==> config.mk <==
export PLATFORM = sky130hd
export DESIGN_NAME = noncomp_multifmt_slice
export DESIGN_NICKNAME = d
export VERILOG_FILES = /design/src/verilog/fp_defs_pkg.sv /design/src/verilog/slice_ctrl_pkg.sv /design/src/verilog/lane_pipe.sv /design/src/verilog/noncomp_lane.sv /design/src/verilog/result_pack.sv /design/src/verilog/noncomp_multifmt_slice.sv
export SDC_FILE = /design/constraint.sdc
export NUM_CORES = 1
export LEC_CHECK = 0
export BUFFER_PORTS_ARGS = -buffer_cell sky130_fd_sc_hd__buf_2
export CAP_MARGIN = 0
export CORE_MARGIN = 5
export CORE_UTILIZATION = 48
export CTS_CLUSTER_DIAMETER = 60
export DETAILED_ROUTE_END_ITERATION = 6
export GPL_TIMING_DRIVEN = 0
export HOLD_SLACK_MARGIN = 0.08
export PLACE_DENSITY = 0.8
export SETUP_SLACK_MARGIN = 0.1
export SLEW_MARGIN = 5
export SYNTH_ARGS = -nofsm -noshare
export SYNTH_HDL_FRONTEND = slang
export SYNTH_HIERARCHICAL = 1
export SYNTH_SLANG_ARGS = --single-unit
export TNS_END_PERCENT = 50
==> constraint.sdc <==
create_clock -name clk_i -period 3.6 [get_ports clk_i]
set_input_delay 0.36 -clock clk_i [delete_from_list [all_inputs] [get_ports clk_i]]
set_output_delay 0.36 -clock clk_i [all_outputs]
set_load 0.005 [all_outputs]
==> src/verilog/fp_defs_pkg.sv <==
/* Floating-point format definitions shared by the lanes and the result packer.
   Covers FP32/FP16 field widths, canonical NaNs and the status flag layout. */
package fp_defs_pkg;

  // Source format of an operation, destination is always the same
  typedef enum logic {
    FP32 = 1'b0,
    FP16 = 1'b1
  } fp_fmt_e;

  // ----------------------------------------
  // Format widths
  // ----------------------------------------
  localparam int unsigned FP32_W  = 32;
  localparam int unsigned EXP32_W = 8;
  localparam int unsigned MAN32_W = 23;

  localparam int unsigned FP16_W  = 16;
  localparam int unsigned EXP16_W = 5;
  localparam int unsigned MAN16_W = 10;

  localparam int unsigned SLICE_W = 32;

  // Operand and result words
  typedef logic [SLICE_W-1:0] slice_word_t;
  // One FP16 value, the unit of an upper lane
  typedef logic [FP16_W-1:0]  lane_word_t;

  // ----------------------------------------
  // Status flags {NV, DZ, OF, UF, NX}
  // ----------------------------------------
  typedef logic [4:0] status_t;

  localparam int unsigned NV_BIT = 4;

  // Canonical quiet NaNs, positive sign and only the quiet bit set
  localparam slice_word_t CANON_NAN32 = 32'h7fc0_0000;
  localparam lane_word_t  CANON_NAN16 = 16'h7e00;

endpackage

==> src/verilog/slice_ctrl_pkg.sv <==
/* Control definitions for the non-computational slice.
   Operation encoding, tag, lane count, pipeline depth and the aux bits that follow lane 0. */
package slice_ctrl_pkg;

  // Operations of the non-computational group
  typedef enum logic [2:0] {
    OP_MIN   = 3'd0,
    OP_MAX   = 3'd1,
    OP_SGNJ  = 3'd2,
    OP_SGNJN = 3'd3,
    OP_SGNJX = 3'd4
  } noncomp_op_e;

  // User tag, returned unchanged with the result
  typedef logic [3:0] tag_t;

  // ----------------------------------------
  // Slice structure
  // ----------------------------------------
  localparam int unsigned NUM_LANES     = 2;
  localparam int unsigned NUM_PIPE_REGS = 2;

  // Side information carried in lane 0's pipeline
  typedef logic [1:0] aux_t;

  // Bit positions inside aux_t
  localparam int unsigned AUX_VEC_BIT = 1;
  localparam int unsigned AUX_FMT_BIT = 0;

endpackage

==> src/verilog/lane_pipe.sv <==
`timescale 1ns/1ps
/* Valid/ready register pipeline for one lane, NUM_PIPE_REGS stages deep.
   A stage loads when the stage after it is ready or empty. Flush drops every item. */
module lane_pipe
  import slice_ctrl_pkg::*;
#(
  parameter int unsigned DATA_W = 32
) (
  input  logic              clk_i,
  input  logic              rst_n_i,
  input  logic              in_valid_i,
  output logic              in_ready_o,
  input  logic [DATA_W-1:0] data_i,
  input  logic              flush_i,
  output logic [DATA_W-1:0] data_o,
  output logic              out_valid_o,
  input  logic              out_ready_i,
  output logic              busy_o
);

  // Stage registers, index NUM_PIPE_REGS-1 faces the output
  logic [NUM_PIPE_REGS-1:0]             valid_q;
  logic [NUM_PIPE_REGS-1:0][DATA_W-1:0] data_q;

  // What each stage sees on its upstream side
  logic [NUM_PIPE_REGS-1:0]             stage_in_valid;
  logic [NUM_PIPE_REGS-1:0][DATA_W-1:0] stage_in_data;
  logic [NUM_PIPE_REGS-1:0]             stage_ready;

  // ----------------------------------------
  // Stage linkage
  // ----------------------------------------
  for (genvar i = 0; i < NUM_PIPE_REGS; i++) begin : gen_link
    if (i == 0) begin : gen_head
      assign stage_in_valid[i] = in_valid_i;
      assign stage_in_data[i]  = data_i;
    end else begin : gen_body
      assign stage_in_valid[i] = valid_q[i-1];
      assign stage_in_data[i]  = data_q[i-1];
    end

    // Advance if downstream takes our item or we only hold a bubble
    if (i == NUM_PIPE_REGS - 1) begin : gen_tail
      assign stage_ready[i] = out_ready_i | ~valid_q[i];
    end else begin : gen_inner
      assign stage_ready[i] = stage_ready[i+1] | ~valid_q[i];
    end
  end

  // Valid bits, flush wins over a new item
  always_ff @(posedge clk_i) begin : valid_regs
    for (int i = 0; i < NUM_PIPE_REGS; i++) begin
      if (!rst_n_i || flush_i) begin
        valid_q[i] <= 1'b0;
      end else if (stage_ready[i]) begin
        valid_q[i] <= stage_in_valid[i];
      end
    end
  end

  // Payload only moves with a valid item
  always_ff @(posedge clk_i) begin : data_regs
    for (int i = 0; i < NUM_PIPE_REGS; i++) begin
      if (stage_ready[i] && stage_in_valid[i]) begin
        data_q[i] <= stage_in_data[i];
      end
    end
  end

  assign in_ready_o  = stage_ready[0];
  assign out_valid_o = valid_q[NUM_PIPE_REGS-1];
  assign data_o      = data_q[NUM_PIPE_REGS-1];
  assign busy_o      = |valid_q;

endmodule

==> src/verilog/noncomp_lane.sv <==
`timescale 1ns/1ps
/* Combinational min/max and sign-injection lane for one FP32 or FP16 value.
   The value sits in the low bits of the word; in FP16 the upper half is ignored. */
module noncomp_lane
  import fp_defs_pkg::*;
  import slice_ctrl_pkg::*;
(
  input  slice_word_t a_i,
  input  slice_word_t b_i,
  input  noncomp_op_e op_i,
  input  fp_fmt_e     fmt_i,
  output slice_word_t result_o,
  output status_t     status_o
);

  // Exponent and mantissa together, wide enough for FP32
  localparam int unsigned MAG_W = FP32_W - 1;

  logic             sign_a, sign_b;
  logic [MAG_W-1:0] mag_a, mag_b;
  logic             nan_a, nan_b;
  logic             snan_a, snan_b;
  logic             zero_a, zero_b;
  slice_word_t      canon_nan;
  logic             a_lt_b;
  logic             sign_inj;

  // ----------------------------------------
  // Operand classification
  // ----------------------------------------
  always_comb begin : classify
    if (fmt_i == FP32) begin
      sign_a    = a_i[FP32_W-1];
      sign_b    = b_i[FP32_W-1];
      mag_a     = a_i[MAG_W-1:0];
      mag_b     = b_i[MAG_W-1:0];
      nan_a     = (&a_i[MAG_W-1 -: EXP32_W]) && (|a_i[MAN32_W-1:0]);
      nan_b     = (&b_i[MAG_W-1 -: EXP32_W]) && (|b_i[MAN32_W-1:0]);
      // Quiet bit is the mantissa MSB
      snan_a    = nan_a && !a_i[MAN32_W-1];
      snan_b    = nan_b && !b_i[MAN32_W-1];
      canon_nan = CANON_NAN32;
    end else begin
      sign_a    = a_i[FP16_W-1];
      sign_b    = b_i[FP16_W-1];
      mag_a     = MAG_W'(a_i[FP16_W-2:0]);
      mag_b     = MAG_W'(b_i[FP16_W-2:0]);
      nan_a     = (&a_i[FP16_W-2 -: EXP16_W]) && (|a_i[MAN16_W-1:0]);
      nan_b     = (&b_i[FP16_W-2 -: EXP16_W]) && (|b_i[MAN16_W-1:0]);
      snan_a    = nan_a && !a_i[MAN16_W-1];
      snan_b    = nan_b && !b_i[MAN16_W-1];
      canon_nan = slice_word_t'(CANON_NAN16);
    end
  end

  assign zero_a = (mag_a == '0);
  assign zero_b = (mag_b == '0);

  // Sign-magnitude ordering of two non-NaN values
  always_comb begin : order
    if (zero_a && zero_b) begin
      // -0 sorts below +0
      a_lt_b = sign_a && !sign_b;
    end else if (sign_a != sign_b) begin
      a_lt_b = sign_a;
    end else if (sign_a) begin
      a_lt_b = mag_a > mag_b;
    end else begin
      a_lt_b = mag_a < mag_b;
    end
  end

  // ----------------------------------------
  // Operation
  // ----------------------------------------
  always_comb begin : compute
    result_o = a_i;
    status_o = '0;
    sign_inj = sign_b;
    case (op_i)
      OP_MIN, OP_MAX: begin
        status_o[NV_BIT] = snan_a || snan_b;
        if (nan_a && nan_b) begin
          result_o = canon_nan;
        end else if (nan_a) begin
          result_o = b_i;
        end else if (nan_b) begin
          result_o = a_i;
        end else if (op_i == OP_MIN) begin
          result_o = a_lt_b ? a_i : b_i;
        end else begin
          result_o = a_lt_b ? b_i : a_i;
        end
      end
      OP_SGNJ, OP_SGNJN, OP_SGNJX: begin
        if (op_i == OP_SGNJN) begin
          sign_inj = !sign_b;
        end else if (op_i == OP_SGNJX) begin
          sign_inj = sign_a ^ sign_b;
        end
        // Magnitude always from a, never raises flags
        if (fmt_i == FP32) begin
          result_o = {sign_inj, mag_a};
        end else begin
          result_o = slice_word_t'({sign_inj, mag_a[FP16_W-2:0]});
        end
      end
      default: begin
        result_o = a_i;
      end
    endcase
  end

endmodule

==> src/verilog/result_pack.sv <==
`timescale 1ns/1ps
/* Assembles the slice result from the lane outputs according to the result format.
   Unused upper bits are NaN-boxed and lane flags are merged into one status. */
module result_pack
  import fp_defs_pkg::*;
  import slice_ctrl_pkg::*;
(
  input  slice_word_t lane0_result_i,
  input  slice_word_t lane1_result_i,
  input  status_t     lane0_status_i,
  input  status_t     lane1_status_i,
  input  logic        lane1_valid_i,
  input  aux_t        aux_i,
  output slice_word_t result_o,
  output status_t     status_o,
  output logic        extension_bit_o
);

  // NaN-boxing value for bits no lane drives
  localparam logic EXT_BIT = 1'b1;

  fp_fmt_e    res_fmt;
  lane_word_t upper_half;

  assign res_fmt = fp_fmt_e'(aux_i[AUX_FMT_BIT]);

  // Lane 1 only fills the top half when it holds a live vector element
  assign upper_half = lane1_valid_i ? lane1_result_i[FP16_W-1:0] : {FP16_W{EXT_BIT}};

  // ----------------------------------------
  // Result by format
  // ----------------------------------------
  always_comb begin : pack
    if (res_fmt == FP32) begin
      result_o = lane0_result_i;
    end else begin
      result_o = {upper_half, lane0_result_i[FP16_W-1:0]};
    end
  end

  // Inactive lanes contribute no flags
  assign status_o = lane0_status_i | (lane1_valid_i ? lane1_status_i : '0);

  assign extension_bit_o = EXT_BIT;

endmodule

==> src/verilog/noncomp_multifmt_slice.sv <==
`timescale 1ns/1ps
/* Two-lane non-computational FP slice: FP32 scalar, FP16 scalar or FP16 two-lane vector.
   Lanes compute combinationally and share one valid/ready pipeline handshake. */
module noncomp_multifmt_slice
  import fp_defs_pkg::*;
  import slice_ctrl_pkg::*;
(
  input  logic        clk_i,
  input  logic        rst_n_i,
  input  slice_word_t operands_a_i,
  input  slice_word_t operands_b_i,
  input  noncomp_op_e op_i,
  input  fp_fmt_e     fmt_i,
  input  logic        vectorial_op_i,
  input  tag_t        tag_i,
  input  logic        in_valid_i,
  output logic        in_ready_o,
  input  logic        flush_i,
  output slice_word_t result_o,
  output status_t     status_o,
  output logic        extension_bit_o,
  output tag_t        tag_o,
  output logic        out_valid_o,
  input  logic        out_ready_i,
  output logic        busy_o
);

  localparam int unsigned LANE0_W =
      $bits(slice_word_t) + $bits(status_t) + $bits(tag_t) + $bits(aux_t);
  localparam int unsigned LANE1_W = $bits(lane_word_t) + $bits(status_t);

  logic                 is_vector;
  aux_t                 in_aux, out_aux;
  slice_word_t          lane0_a, lane0_b;
  lane_word_t           lane1_a, lane1_b;
  slice_word_t          lane0_result, lane1_result, out0_result;
  lane_word_t           out1_result;
  status_t              lane0_status, lane1_status, out0_status, out1_status;
  logic [LANE0_W-1:0]   lane0_pipe_in, lane0_pipe_out;
  logic [LANE1_W-1:0]   lane1_pipe_in, lane1_pipe_out;
  logic                 lane1_raw_valid;
  logic [NUM_LANES-1:0] lane_in_valid, lane_out_ready, lane_out_valid, lane_busy;

  // ----------------------------------------
  // Input side
  // ----------------------------------------
  // FP32 has no second lane, so a vector request there runs as scalar
  assign is_vector = vectorial_op_i && (fmt_i == FP16);

  always_comb begin : aux_encode
    in_aux              = '0;
    in_aux[AUX_VEC_BIT] = is_vector;
    in_aux[AUX_FMT_BIT] = fmt_i;
  end

  assign lane0_a = (fmt_i == FP32) ? operands_a_i : slice_word_t'(operands_a_i[FP16_W-1:0]);
  assign lane0_b = (fmt_i == FP32) ? operands_b_i : slice_word_t'(operands_b_i[FP16_W-1:0]);
  assign lane1_a = operands_a_i[SLICE_W-1:FP16_W];
  assign lane1_b = operands_b_i[SLICE_W-1:FP16_W];

  assign lane_in_valid[0] = in_valid_i;
  assign lane_in_valid[1] = in_valid_i && is_vector;

  // ----------------------------------------
  // Lanes
  // ----------------------------------------
  noncomp_lane u_lane0 (
    .a_i      (lane0_a),
    .b_i      (lane0_b),
    .op_i     (op_i),
    .fmt_i    (fmt_i),
    .result_o (lane0_result),
    .status_o (lane0_status)
  );

  // Upper lane only ever sees FP16
  noncomp_lane u_lane1 (
    .a_i      (slice_word_t'(lane1_a)),
    .b_i      (slice_word_t'(lane1_b)),
    .op_i     (op_i),
    .fmt_i    (FP16),
    .result_o (lane1_result),
    .status_o (lane1_status)
  );

  assign lane0_pipe_in = {lane0_result, lane0_status, tag_i, in_aux};
  assign lane1_pipe_in = {lane1_result[FP16_W-1:0], lane1_status};

  lane_pipe #(.DATA_W(LANE0_W)) u_pipe0 (
    .clk_i       (clk_i),
    .rst_n_i     (rst_n_i),
    .in_valid_i  (lane_in_valid[0]),
    .in_ready_o  (in_ready_o),
    .data_i      (lane0_pipe_in),
    .flush_i     (flush_i),
    .data_o      (lane0_pipe_out),
    .out_valid_o (lane_out_valid[0]),
    .out_ready_i (lane_out_ready[0]),
    .busy_o      (lane_busy[0])
  );

  // Lane 1 holds a subset of lane 0's items, so it has room whenever lane 0 does
  lane_pipe #(.DATA_W(LANE1_W)) u_pipe1 (
    .clk_i       (clk_i),
    .rst_n_i     (rst_n_i),
    .in_valid_i  (lane_in_valid[1]),
    .in_ready_o  (),
    .data_i      (lane1_pipe_in),
    .flush_i     (flush_i),
    .data_o      (lane1_pipe_out),
    .out_valid_o (lane1_raw_valid),
    .out_ready_i (lane_out_ready[1]),
    .busy_o      (lane_busy[1])
  );

  // ----------------------------------------
  // Output side
  // ----------------------------------------
  assign {out0_result, out0_status, tag_o, out_aux} = lane0_pipe_out;
  assign {out1_result, out1_status}                 = lane1_pipe_out;

  // Lane 1 only handshakes while lane 0 presents a vector item
  assign lane_out_ready[0] = out_ready_i;
  assign lane_out_ready[1] = out_ready_i && out_aux[AUX_VEC_BIT];
  assign lane_out_valid[1] = lane1_raw_valid && out_aux[AUX_VEC_BIT];

  result_pack u_pack (
    .lane0_result_i  (out0_result),
    .lane1_result_i  (slice_word_t'(out1_result)),
    .lane0_status_i  (out0_status),
    .lane1_status_i  (out1_status),
    .lane1_valid_i   (lane_out_valid[1]),
    .aux_i           (out_aux),
    .result_o        (result_o),
    .status_o        (status_o),
    .extension_bit_o (extension_bit_o)
  );

  assign out_valid_o = lane_out_valid[0];
  assign busy_o      = |lane_busy;

endmodule

# [Word-level counts from Yosys, hierarchy flattened]
# Index checks and enable logic that the tools add are counted.
[classes] order_cmp=4 reduce_logical=58 n_eq_ne=6 n_mux=39 n_bitwise=11
[op_table] op="$mux 32" count=10
[op_table] op="$logic_not 31->1" count=4
[op_table] op="$mux 16" count=7
[op_table] op="$mux 31" count=3
[op_table] op="$pmux 32 s2" count=1
[op_table] op="$reduce_or 23->1" count=2
[op_table] op="$reduce_or 10->1" count=4
[op_table] op="$pmux 16 s2" count=1
[op_table] op="$gt 31x31->1" count=1
[op_table] op="$lt 31x31->1" count=1
[op_table] op="$logic_and 1x1->1" count=26
[op_table] op="$reduce_and 5->1" count=4
[op_table] op="$mux 1" count=16
[op_table] op="$reduce_and 8->1" count=2
[op_table] op="$gt 15x15->1" count=1
[op_table] op="$lt 15x15->1" count=1
[op_table] op="$logic_not 1->1" count=9
[op_table] op="$eq 3x2->1 const B" count=2
[op_table] op="$mux 5" count=1
[op_table] op="$or 5x5->5" count=1
[op_table] op="$not 1->1" count=4
[op_table] op="$or 1x1->1" count=4
[op_table] op="$reduce_or 4->1" count=1
[op_table] op="$eq 3x1->1 const B" count=1
[op_table] op="7 further kinds" count=11
[word_totals] ff_bits=116 inputBits=78 elab_cells=128 out_inout_bits=45

# [Longest topological paths before layout]
# Gate-level depths: netlist (run 1).
[depth] word_depth=12 mapped_depth=16 depth_no_buf=12

# [Modules after synthesis]
# The synthesis (run 1) kept the hierarchy.
[by_module_without_submodules] module="lane_pipe (u_pipe0)" area_each_um2=3020.4 cells_per_inst=141 seq_area_each_um2=2622.5 instances=1
[by_module_without_submodules] module="noncomp_lane (u_lane0)" area_each_um2=2434.8 cells_per_inst=335 seq_area_each_um2=0.0 instances=1
[by_module_without_submodules] module="noncomp_lane (u_lane1)" area_each_um2=2233.4 cells_per_inst=319 seq_area_each_um2=0.0 instances=1
[by_module_without_submodules] module="lane_pipe (u_pipe1)" area_each_um2=1534.0 cells_per_inst=75 seq_area_each_um2=1301.2 instances=1
[by_module_without_submodules] module="result_pack" area_each_um2=375.4 cells_per_inst=48 seq_area_each_um2=0.0 instances=1
[by_module_without_submodules] module="noncomp_multifmt_slice" area_each_um2=260.2 cells_per_inst=42 seq_area_each_um2=0.0 instances=1

# [Worst setup path before layout (run 1)]
# Ideal clock, no wire load.
[synth_path] kind="input -> register" from="in fmt_i" to="reg u_pipe0/data_q[20] (netlist name), data pin" n_path_buf=6 setup_time_ps=281 required_ps=3319 t_arrival_ps=3304 setup_slack_ps=15 stages=15 cell_sequence="clkbuf_8 > clkbuf_1 > clkbuf_1 > nor2b_1 > ha_1 > nand4_2 > nor4_4 > o41ai_2 > and3b_1 > buf_6 > o2111a_1 > buf_6 > o31ai_4 > buf_6 > a22oi_2"
[synth_via] elab_chain_len=12 word_cells_on_any_way=34 classes_between="order compare (2); eq/ne (1); mux (19); reduce/logical (12)"
[synth_rtl] element="from (decl)" line="noncomp_multifmt_slice.sv:13" source="input fp_fmt_e fmt_i,"
[synth_rtl] element="$mux 32, on equally long branches" line="noncomp_multifmt_slice.sv:56, noncomp_multifmt_slice.sv:57"
[synth_rtl] element="$mux 31" line="noncomp_lane.sv:32" source="if (fmt_i == FP32) begin"
[synth_rtl] element="$lt 31x31->1 / $gt 31x31->1 (equally long branches)" line="noncomp_lane.sv:69, noncomp_lane.sv:67"
[synth_rtl] element="$mux 1" line="noncomp_lane.sv:66" source="end else if (sign_a) begin"
[synth_rtl] element="$mux 1" line="noncomp_lane.sv:64" source="end else if (sign_a != sign_b) begin"
[synth_rtl] element="$mux 1" line="noncomp_lane.sv:61" source="if (zero_a && zero_b) begin"
[synth_rtl] element="$mux 32, on equally long branches" line="noncomp_lane.sv:92, noncomp_lane.sv:90"
[synth_rtl] element="$mux 32" line="noncomp_lane.sv:89" source="end else if (op_i == OP_MIN) begin"
[synth_rtl] element="$mux 32" line="noncomp_lane.sv:87" source="end else if (nan_b) begin"
[synth_rtl] element="$mux 32" line="noncomp_lane.sv:85" source="end else if (nan_a) begin"
[synth_rtl] element="$mux 32 (*)" line="noncomp_lane.sv:83" source="if (nan_a && nan_b) begin"
[synth_rtl] element="$pmux 32 s2 (*)" line="noncomp_lane.sv:80" source="case (op_i)"
[synth_rtl] element="net lane0_result[9]" line="noncomp_multifmt_slice.sv:36" source="slice_word_t lane0_result, lane1_result, out0_result;"
[synth_rtl] element="to (signal, indexed assignment)" line="lane_pipe.sv:65" source="data_q[i] <= stage_in_data[i];"
[synth_rtl] element="to (decl)" line="lane_pipe.sv:23" source="logic [NUM_PIPE_REGS-1:0][DATA_W-1:0] data_q;"
# The timed path passes the listed nets; every way through them passes the cells marked *.
# A chain may end at the register's enable or synchronous reset.

# [Final worst setup path (run 1)]
[layout_path] from="in fmt_i" to="reg u_pipe0/data_q[29] (netlist name), data pin"
[layout_via] elab_chain_len=12 word_cells_on_any_way=34 classes_between="order compare (2); eq/ne (1); mux (19); reduce/logical (12)"
[layout_rtl] element="$mux 32 (*)" line="noncomp_multifmt_slice.sv:56" source="assign lane0_a = (fmt_i == FP32) ? operands_a_i : slice_word_t'(operands_a_i[FP16_W-1:0]);"
[layout_rtl] element="net lane0_a[26]" line="noncomp_multifmt_slice.sv:34" source="slice_word_t lane0_a, lane0_b;"
[layout_rtl] element="$mux 31" line="noncomp_lane.sv:32"
[layout_rtl] element="$lt 31x31->1 / $gt 31x31->1 (equally long branches)" line="noncomp_lane.sv:69, noncomp_lane.sv:67"
[layout_rtl] element="$mux 1" line="noncomp_lane.sv:66"
[layout_rtl] element="$mux 1" line="noncomp_lane.sv:64"
[layout_rtl] element="$mux 1" line="noncomp_lane.sv:61"
[layout_rtl] element="$mux 32, on equally long branches" line="noncomp_lane.sv:92, noncomp_lane.sv:90"
[layout_rtl] element="$mux 32" line="noncomp_lane.sv:89"
[layout_rtl] element="$mux 32" line="noncomp_lane.sv:87"
[layout_rtl] element="$mux 32" line="noncomp_lane.sv:85"
[layout_rtl] element="$mux 32 (*)" line="noncomp_lane.sv:83"
[layout_rtl] element="$pmux 32 s2 (*)" line="noncomp_lane.sv:80"
[layout_rtl] element="net lane0_result[18]" line="noncomp_multifmt_slice.sv:36"
# Marked as above.

==> flow_metrics.py, run 1 <==
metrics = {
    "placement": {
        "portBuffers": 121,
        "pre_cts_ws_ps": -856,
        "place.gp.congestion": 0.970,
        "postPlaceCellArea_um2": 10800,
        "dp_hpwl_mm": 17.9,
        "post-place-cells": 1377,
    },
    "worst_setup_path": {
        "cp-end-kind": "flip-flop",
        "cp_max_fo": 10,
        "rrSetupSlack_ps": 1750,
        "worst_setup_path_start_kind": "primary input",
        "worstRegToRegCells": 4,
        "crit_arrival_ps": 3760,
        "required_ps": 3860,
        "worstReg2RegStart": "u_pipe0/data_o[1]",
        "worstSetupPathType": "primary input to flip-flop",
        "critical_r2r_capture": "u_pipe1/data_o[19]",
    },
    "drt": {
        "avgViaCountPerCell": 5.27,
        "dr_total_vias": 7486,
        "postRouteAntennaNets": 0,
        "drc": 0,
        "detailedRoute.firstIterationViolations": 444,
        "routedWlPerCell_um": 16.4,
        "postRouteWirelength_mm": 23.3,
        "drt_first_pass_iters": 5,
    },
    "timing": {
        "setup_repair_after_global_routing_missed_its_margin": "false",
        "max_slew_violations": 0,
        "layout_setup_ws_ps": 102,
        "whs_ps": 126,
        "min_period_over_period_pct": 97.2,
        "finalSetupViolCount": 0,
        "worst_clock_skew_ps": 7.91,
        "period_needed_ps": 3500,
        "worstMarginPinSlew_ps": 1000,
        "slew_headroom_pct": 33.2,
        "fmax_mhz": 286,
        "setup-tns-final_ps": 0,
        "final-hold-violation-count": 0,
    },
    "min_path": {
        "min-delay-start": "tag_i[0]",
        "whs_path_depth": 1,
        "hold-path-endpoint": "u_pipe0/data_q[2]",
        "timing.hold.worst.class": "primary input to flip-flop",
    },
    "logic_synthesis": {
        "synth.cell_area_um2": 9510,
        "warning_count_from_the_yosys_run": 6,
        "syn_inst_count": 908,
        "syn_avg_cell_area_um2": 10.5,
    },
    "pwr": {
        "ir_drop_v": 0.000306,
        "cellPowerDensity_nw_per_um2": 354,
        "leakagePower_uw": 0.00517,
    },
    "floorplanning": {
        "initial_core_util_pct": 48.9,
        "die_x_um": 151,
        "placementRows": 51,
        "die_area_um2": 22700,
        "num_io_pins": 123,
        "coreArea_um2": 19500,
        "die_h_um": 151,
    },
    "global_route": {
        "grt_max_degree": 44,
        "grt_pass1_vias": 7200,
        "grt_ovf": 0,
        "antenna_found_initial": 0,
        "gr-usage-all-layers_pct": 20.1,
        "grt_first_pass_wirelength_mm": 35.9,
    },
    "clock_tree": {
        "hold_buffers": 0,
        "cts_htree_levels": 4,
        "clock-sinks": 132,
        "number_of_clock_buffers_inserted_by_tritoncts": 17,
        "cts.path.max_buffers": 2,
        "insertion_delay_ps": 410,
        "clk_root_buffer_cell": "clkbuf_16",
        "cts_tree": "yes",
        "path_clk_slew_ps": 60,
    },
    "layout": {
        "area_delta_synth_final_pct": 25.4,
        "finish.cell_count_without_fillers": 1420,
        "fraction_of_layout_instances_using_a_drive_strength_above_1_pct": 33.8,
        "post-route-cell-area_um2": 11900,
        "nets": 1283,
    },
    "status": {
        "outcome": "finished, final reports clean",
    },
    "job": {
        "timing.max_cap.violations": 0,
    },
}
placed cells by master, fill, tap and decap left out, drive strengths merged, types with 3 or more instances in the layout:
cell type,count
a31o,6
or2,6
nor3b,4
a31oi,9
nor2,27
nor3,16
nor2b,60
o211ai,4
nand4,31
o31ai,3
a21o,10
o2111ai,3
and2b,3
and2,13
a21oi,51
o21ai,12
or3,7
o41ai,8
nor4,30
a211oi,5
or4,7
o311a,6
nand2b,40
conb,87
dfxtp,4
edfxtp,128
ha,64
o22a,14
clkbuf,34
and3,4
nand3,19
nand2,54
buf,241
mux2,10
mux2i,21
a22oi,6
o31a,3
nand3b,8
inv,70
through the flow:
step                power (uW)  utilization [%]
global placement          2490             55.3
CTS                       4160             58.9
global route              4410             61.2
floorplan                 2290                -
finish                    4220             61.3
detailed placement        2500             55.4
where the power goes:
group / internal, uW / leakage [uW] / total [uW] / switching, uW
sequential: 1770 / 0.00124 / 1790 / 17.6
combinational: 359 / 0.00364 / 795 / 435
clock: 927 / 0.000287 / 1630 / 705
total: 3060 / 0.00517 / 4220 / 1160
timing repair:
item                       4_1_cts  5_1_grt
gates resized for setup         21       78
setup endpoints to repair       32       32
hold endpoints to repair         0        0
cloned                           2        2
pin swaps                        4        9
buffers inserted                 1        5
critical path: stages:
cell and delay, ps:
buf_6 130, clkbuf_4 220, nor2b_2 230, nor2b_1 200
ha_1 290, buf_4 160, a21oi_1 150, a21oi_1 130
nor4b_4 320, a21oi_2 170, o2111a_1 290, buf_6 130
o31ai_4 470, buf_2 290, a31o_1 210
worst max-delay path by stage:
stage          startpoint  slack, ps            endpoint
4_1_cts             fmt_i        100  u_pipe0/data_q[40]
2_1_floorplan       fmt_i        150  u_pipe0/data_q[20]
6_report            fmt_i        100  u_pipe0/data_q[29]
3_3_place_gp        fmt_i       -820  u_pipe0/data_q[11]
5_1_grt             fmt_i         50  u_pipe0/data_q[18]
3_5_place_dp        fmt_i       -860  u_pipe0/data_q[23]
registers in the layout (all words and copies together), names as in the netlist:
register and cells:
u_pipe1/valid_q 2, u_pipe1/data_o 21, u_pipe0/valid_q 2, u_pipe0/data_q 43, u_pipe1/data_q 21, u_pipe0/data_o 43
final cells by class:
class / instances / area [um^2]
Buffer: 127 / 1000
Clock buffer: 17 / 425
Tap cell: 265 / 332
Timing Repair Buffer: 132 / 733
Sequential cell: 132 / 3920
Fill cell: 1621 / 7540
Antenna cell: 1 / 2.50
Inverter: 57 / 214
Multi-Input combinational cell: 674 / 5140
Clock inverter: 15 / 151
per-layer routing:
layer,wire length (um),GRT usage [%],up-vias
li1,-,-,3648
met5,0,0,-
met2,11300,33.4,279
met3,1520,3.55,61
met4,754,8.70,0
met1,9720,25.9,3498
(Power assumes the default switching activity.)
==> run 2, diff against run 1 <==
Settings changed: ABC_AREA set to 1, PLACE_DENSITY 0.8 to 0.79.
==> flow_metrics.py, run 2 <==
metrics = {
    "min_path": {
        "min-delay-start": "tag_i[0]",
        "timing.hold.worst.class": "primary input to flip-flop",
        "whs_path_depth": 1,
        "hold-path-endpoint": "u_pipe0/data_q[2]",
    },
    "pwr": {
        "cellPowerDensity_nw_per_um2": 365,
        "leakagePower_uw": 0.00601,
        "ir_drop_v": 0.000349,
    },
    "clock_tree": {
        "cts_tree": "yes",
        "insertion_delay_ps": 400,
        "cts.path.max_buffers": 2,
        "cts_htree_levels": 4,
        "ctsResizeCount": 0,
        "clk_root_buffer_cell": "clkbuf_16",
        "clock-sinks": 132,
        "number_of_clock_buffers_inserted_by_tritoncts": 17,
        "hold_buffers": 0,
        "path_clk_slew_ps": 50,
        "postcts_setup_bufs": 0,
    },
    "placement": {
        "portBuffers": 121,
        "post-place-cells": 1787,
        "place.gp.congestion": 0.977,
        "dp_hpwl_mm": 20.0,
    },
    "logic_synthesis": {
        "warning_count_from_the_yosys_run": 6,
        "syn_inst_count": 1326,
        "syn_avg_cell_area_um2": 7.54,
        "synth.cell_area_um2": 10000,
    },
    "worst_setup_path": {
        "timing.critical_path.cells": "buf_2, buf_6, buf_6, nor2_1, nand2_1, ha_1, nand2_1, nor2_1, nand4_1, nor2b_1, nand2_1, nand2_1, nand2_1, nand2_1, nand2_1, nand2_1, nand3_1, nand2_2, nand2_4, nand2_8, buf_2, nor2_1, a21oi_1",
        "worst_setup_path_start_kind": "primary input",
        "cp-end-kind": "flip-flop",
        "cp_max_fo": 10,
        "rrSetupSlack_ps": 1830,
        "worstSetupPathType": "primary input to flip-flop",
        "instance_count_on_the_critical_path": 23,
        "critical_path.n_buffers_inverters": 4,
        "timing.critical_path.max_delay_family": "simple AND/OR/NAND/NOR gates",
        "crit_arrival_ps": 3350,
        "worst_path_most_repeated_cell": "nand2_1",
        "timing.critical_path.slowest_cell_delay_ps": 310,
        "critical_r2r_capture": "u_pipe1/data_o[17]",
        "crit_path_start": "fmt_i",
        "worstReg2RegStart": "u_pipe0/data_o[1]",
        "required_ps": 3820,
        "worstRegToRegCells": 6,
        "crit_slowest_cell": "nor2_1",
    },
    "global_route": {
        "grt_max_degree": 44,
        "gr-usage-all-layers_pct": 20.4,
        "antenna_found_initial": 0,
        "grt_first_pass_wirelength_mm": 39.1,
        "grt_pass1_vias": 8010,
        "grt_ovf": 0,
    },
    "drt": {
        "detailedRoute.firstIterationViolations": 601,
        "avgViaCountPerCell": 4.79,
        "postRouteWirelength_mm": 24.4,
        "drt_first_pass_iters": 6,
        "drc": 0,
        "postRouteAntennaNets": 0,
        "routedWlPerCell_um": 13.5,
        "dr_total_vias": 8699,
    },
    "timing": {
        "finalSetupViolCount": 0,
        "max_slew_violations": 0,
        "min_period_over_period_pct": 86.9,
        "final-hold-violation-count": 0,
        "setup_repair_after_global_routing_missed_its_margin": "false",
        "whs_ps": 132,
        "worst_clock_skew_ps": 5.88,
        "slew_headroom_pct": 39.5,
        "setup-tns-final_ps": 0,
        "period_needed_ps": 3130,
        "worstMarginPinSlew_ps": 905,
        "fmax_mhz": 320,
    },
    "floorplanning": {
        "initial_core_util_pct": 49.1,
        "num_io_pins": 123,
        "placementRows": 52,
        "coreArea_um2": 20400,
        "die_h_um": 154,
        "die_area_um2": 23800,
        "die_x_um": 154,
    },
    "layout": {
        "layout.cells.most_common": "nand2_1",
        "finalCoreUtilization_pct": 58.1,
        "antennaDiodeCount": 0,
        "area_delta_synth_final_pct": 18.2,
        "finish.cell_count_without_fillers": 1817,
        "fraction_of_layout_instances_using_a_drive_strength_above_1_pct": 20.0,
        "leading_cell_types_in_the_layout_fill_and_taps_excluded": "401 x nand2_1, 196 x inv_1, 140 x nor2_1",
        "nets": 1678,
    },
    "job": {
        "timing.max_cap.violations": 0,
    },
    "status": {
        "outcome": "finished, final reports clean",
    },
}
[run 2: changes by cell type in the layout (fill, tap and decap cells not counted), sizes merged, moves of 14 or more]
cell | before | now
nand2b | 40 | 0
inv | 70 | 201
conb | 87 | 73
nand2 | 54 | 415
nand3 | 19 | 82
o22a | 14 | 0
nor2b | 60 | 1
mux2i | 21 | 0
nor2 | 27 | 144
[run 2: worst max path at each step]
stage	to	slack, ps
floorplan	u_pipe0/data_o[0]	610
global placement	u_pipe0/data_o[16]	-390
detailed placement	u_pipe0/data_q[12]	100
CTS	u_pipe0/data_q[12]	520
global route	u_pipe0/data_q[37]	140
finish	u_pipe0/data_q[12]	470
[run 2: power breakdown]
part / leakage (uW) / switching (uW) / internal, uW
clock network: 0.000267 / 561 / 1070
logic: 0.00450 / 554 / 335
registers: 0.00125 / 17.0 / 1780
[run 2: through the flow]
stage               instance area [um^2]  setup slack, ps  total power (uW)
global route                       11800              138              4540
detailed placement                 11300              101              2680
CTS                                11800              521              4330
floorplan                          10300              615              2440
global placement                   11200             -388              2670
finish                             11800              472              4320
[run 2: area by class of cell]
class / count / area [um^2]
plain buffers: 127 / 957
well taps: 270 / 338
flip-flops and latches: 132 / 3920
clock buffers: 19 / 433
inverters: 202 / 768
clock inverters: 11 / 138
multi-input cells: 933 / 4620
fillers: 1844 / 8540
repair buffers: 123 / 644
[run 2: per-layer routing]
metal | global-route usage [%] | routed length [um] | share of wire, % | vias to the layer above
li1 | - | - | - | 4507
met1 | 26.1 | 10200 | 42 | 3835
met2 | 35.3 | 12000 | 49 | 311
met3 | 3.13 | 1580 | 6.4 | 46
met4 | 6.94 | 662 | 2.7 | 0
met5 | 0 | 0 | 0 | -
==> run 3, diff against run 2 <==
Settings changed: CELL_PAD_IN_SITES_DETAIL_PLACEMENT set to 1, CELL_PAD_IN_SITES_GLOBAL_PLACEMENT set to 2, CORE_UTILIZATION 48 to 31, PLACE_DENSITY 0.79 to 0.87.
==> flow_metrics.py, run 3 (synthesis results as in run 2) <==
metrics = {
    "floorplanning": {
        "num_io_pins": 123,
        "die_h_um": 190,
        "placementRows": 65,
        "die_x_um": 190,
        "initial_core_util_pct": 31.5,
        "coreArea_um2": 31700,
        "die_area_um2": 36000,
    },
    "layout": {
        "nets": 1679,
        "layout.cells.most_common": "nand2_1",
        "leading_cell_types_in_the_layout_fill_and_taps_excluded": "401 x nand2_1, 196 x inv_1, 134 x nor2_1",
        "area_delta_synth_final_pct": 20.3,
        "finish.cell_count_without_fillers": 1953,
        "fraction_of_layout_instances_using_a_drive_strength_above_1_pct": 20.8,
    },
    "clock_tree": {
        "path_clk_slew_ps": 60,
        "cts_htree_levels": 4,
        "cts.path.max_buffers": 2,
        "postcts_setup_bufs": 0,
        "clk_root_buffer_cell": "clkbuf_16",
        "cts_tree": "yes",
        "insertion_delay_ps": 410,
        "clock-sinks": 132,
        "number_of_clock_buffers_inserted_by_tritoncts": 17,
    },
    "worst_setup_path": {
        "cp-end-kind": "flip-flop",
        "worst_setup_path_start_kind": "primary input",
        "cp_max_fo": 10,
        "required_ps": 3810,
        "worstSetupPathType": "primary input to flip-flop",
        "timing.critical_path.max_delay_family": "simple AND/OR/NAND/NOR gates",
        "crit_path_start": "fmt_i",
        "crit_arrival_ps": 3410,
        "critical_path.n_buffers_inverters": 5,
        "timing.critical_path.slowest_cell_delay_ps": 290,
        "rrSetupSlack_ps": 1890,
        "crit_slowest_cell": "ha_1",
        "worstReg2RegStart": "u_pipe0/data_o[1]",
        "worst_path_most_repeated_cell": "nand2_1",
    },
    "job": {
        "timing.max_cap.violations": 0,
    },
    "timing": {
        "finalSetupViolCount": 0,
        "setup-tns-final_ps": 0,
        "worstMarginPinSlew_ps": 801,
        "min_period_over_period_pct": 88.9,
        "setup_repair_after_global_routing_missed_its_margin": "false",
        "final-hold-violation-count": 0,
        "period_needed_ps": 3200,
        "worst_clock_skew_ps": 9.70,
        "slew_headroom_pct": 46.5,
        "max_slew_violations": 0,
        "fmax_mhz": 313,
    },
    "global_route": {
        "grt_max_degree": 39,
        "grt_first_pass_wirelength_mm": 47.2,
        "gr-usage-all-layers_pct": 16.5,
        "grt_pass1_vias": 8850,
        "antenna_found_initial": 3,
        "grt_ovf": 0,
    },
    "drt": {
        "postRouteWirelength_mm": 29.8,
        "routedWlPerCell_um": 15.2,
        "drc": 0,
        "avgViaCountPerCell": 4.48,
        "detailedRoute.firstIterationViolations": 426,
        "drt_first_pass_iters": 5,
        "dr_total_vias": 8757,
        "postRouteAntennaNets": 0,
    },
    "status": {
        "outcome": "finished, final reports clean",
    },
    "min_path": {
        "min-delay-start": "tag_i[3]",
        "timing.hold.worst.class": "primary input to flip-flop",
    },
    "pwr": {
        "leakagePower_uw": 0.00601,
        "design_power_total_uw": 4370,
        "cellPowerDensity_nw_per_um2": 363,
        "ir_drop_v": 0.000310,
    },
    "placement": {
        "dp_hpwl_mm": 25.0,
        "place.gp.congestion": 0.876,
        "portBuffers": 121,
        "post-place-cells": 1920,
    },
}
run 3: per-stage QoR:
step	area, um^2	hold WS, ps	util, %	worst slack, ps
after global placement	11400	400	35.8	-476
after CTS	12000	99.1	37.9	275
final	12000	124	37.9	400
after global routing	12000	92.6	37.9	101
after floorplan	10300	400	-	615
after detailed placement	11400	406	36.1	-148
run 3: worst reg2reg max path, delay by kind of cell, from the launching register on:
kind	cells	cell delay, ps
and+or+nand+nor	3	200
DFF	1	330
buffers and inverters	4	810
run 3: power breakdown:
group | internal, uW | switching, uW | total (uW) | leakage, uW
clock network | 969 | 682 | 1650 | 0.000262
logic | 339 | 582 | 920 | 0.00450
registers | 1780 | 20.4 | 1800 | 0.00125
run 3: worst paths after layout:
path                                           end  cells past startpoint
worst max register to register  u_pipe1/data_q[18]                      7
worst max-delay path            u_pipe0/data_q[15]                     27
worst min register to register  u_pipe0/data_o[25]                      0
worst min-delay path             u_pipe0/data_q[5]                      1
run 3: layer usage:
metal | GRT usage, % | vias to the layer above | routed length (um)
met4 | 2.78 | 4 | 204
met2 | 30.6 | 133 | 15500
met5 | 0 | - | 23
met3 | 2.33 | 16 | 941
met1 | 20.8 | 4100 | 13100
li1 | - | 4504 | -
run 3: repair_timing:
item,CTS,global route
resized for setup,0,7
endpoints found under the setup margin,0,26
hold buffers,0,0
run 3: cell type report:
class	count	area (um^2)
fill	3953	19700
multi-input combinational	933	4640
inverter	202	768
clock buffer	18	429
buffer	127	957
clock inverter	14	144
antenna	1	2.50
sequential	132	3920
timing repair buffer	124	661
tap	402	503
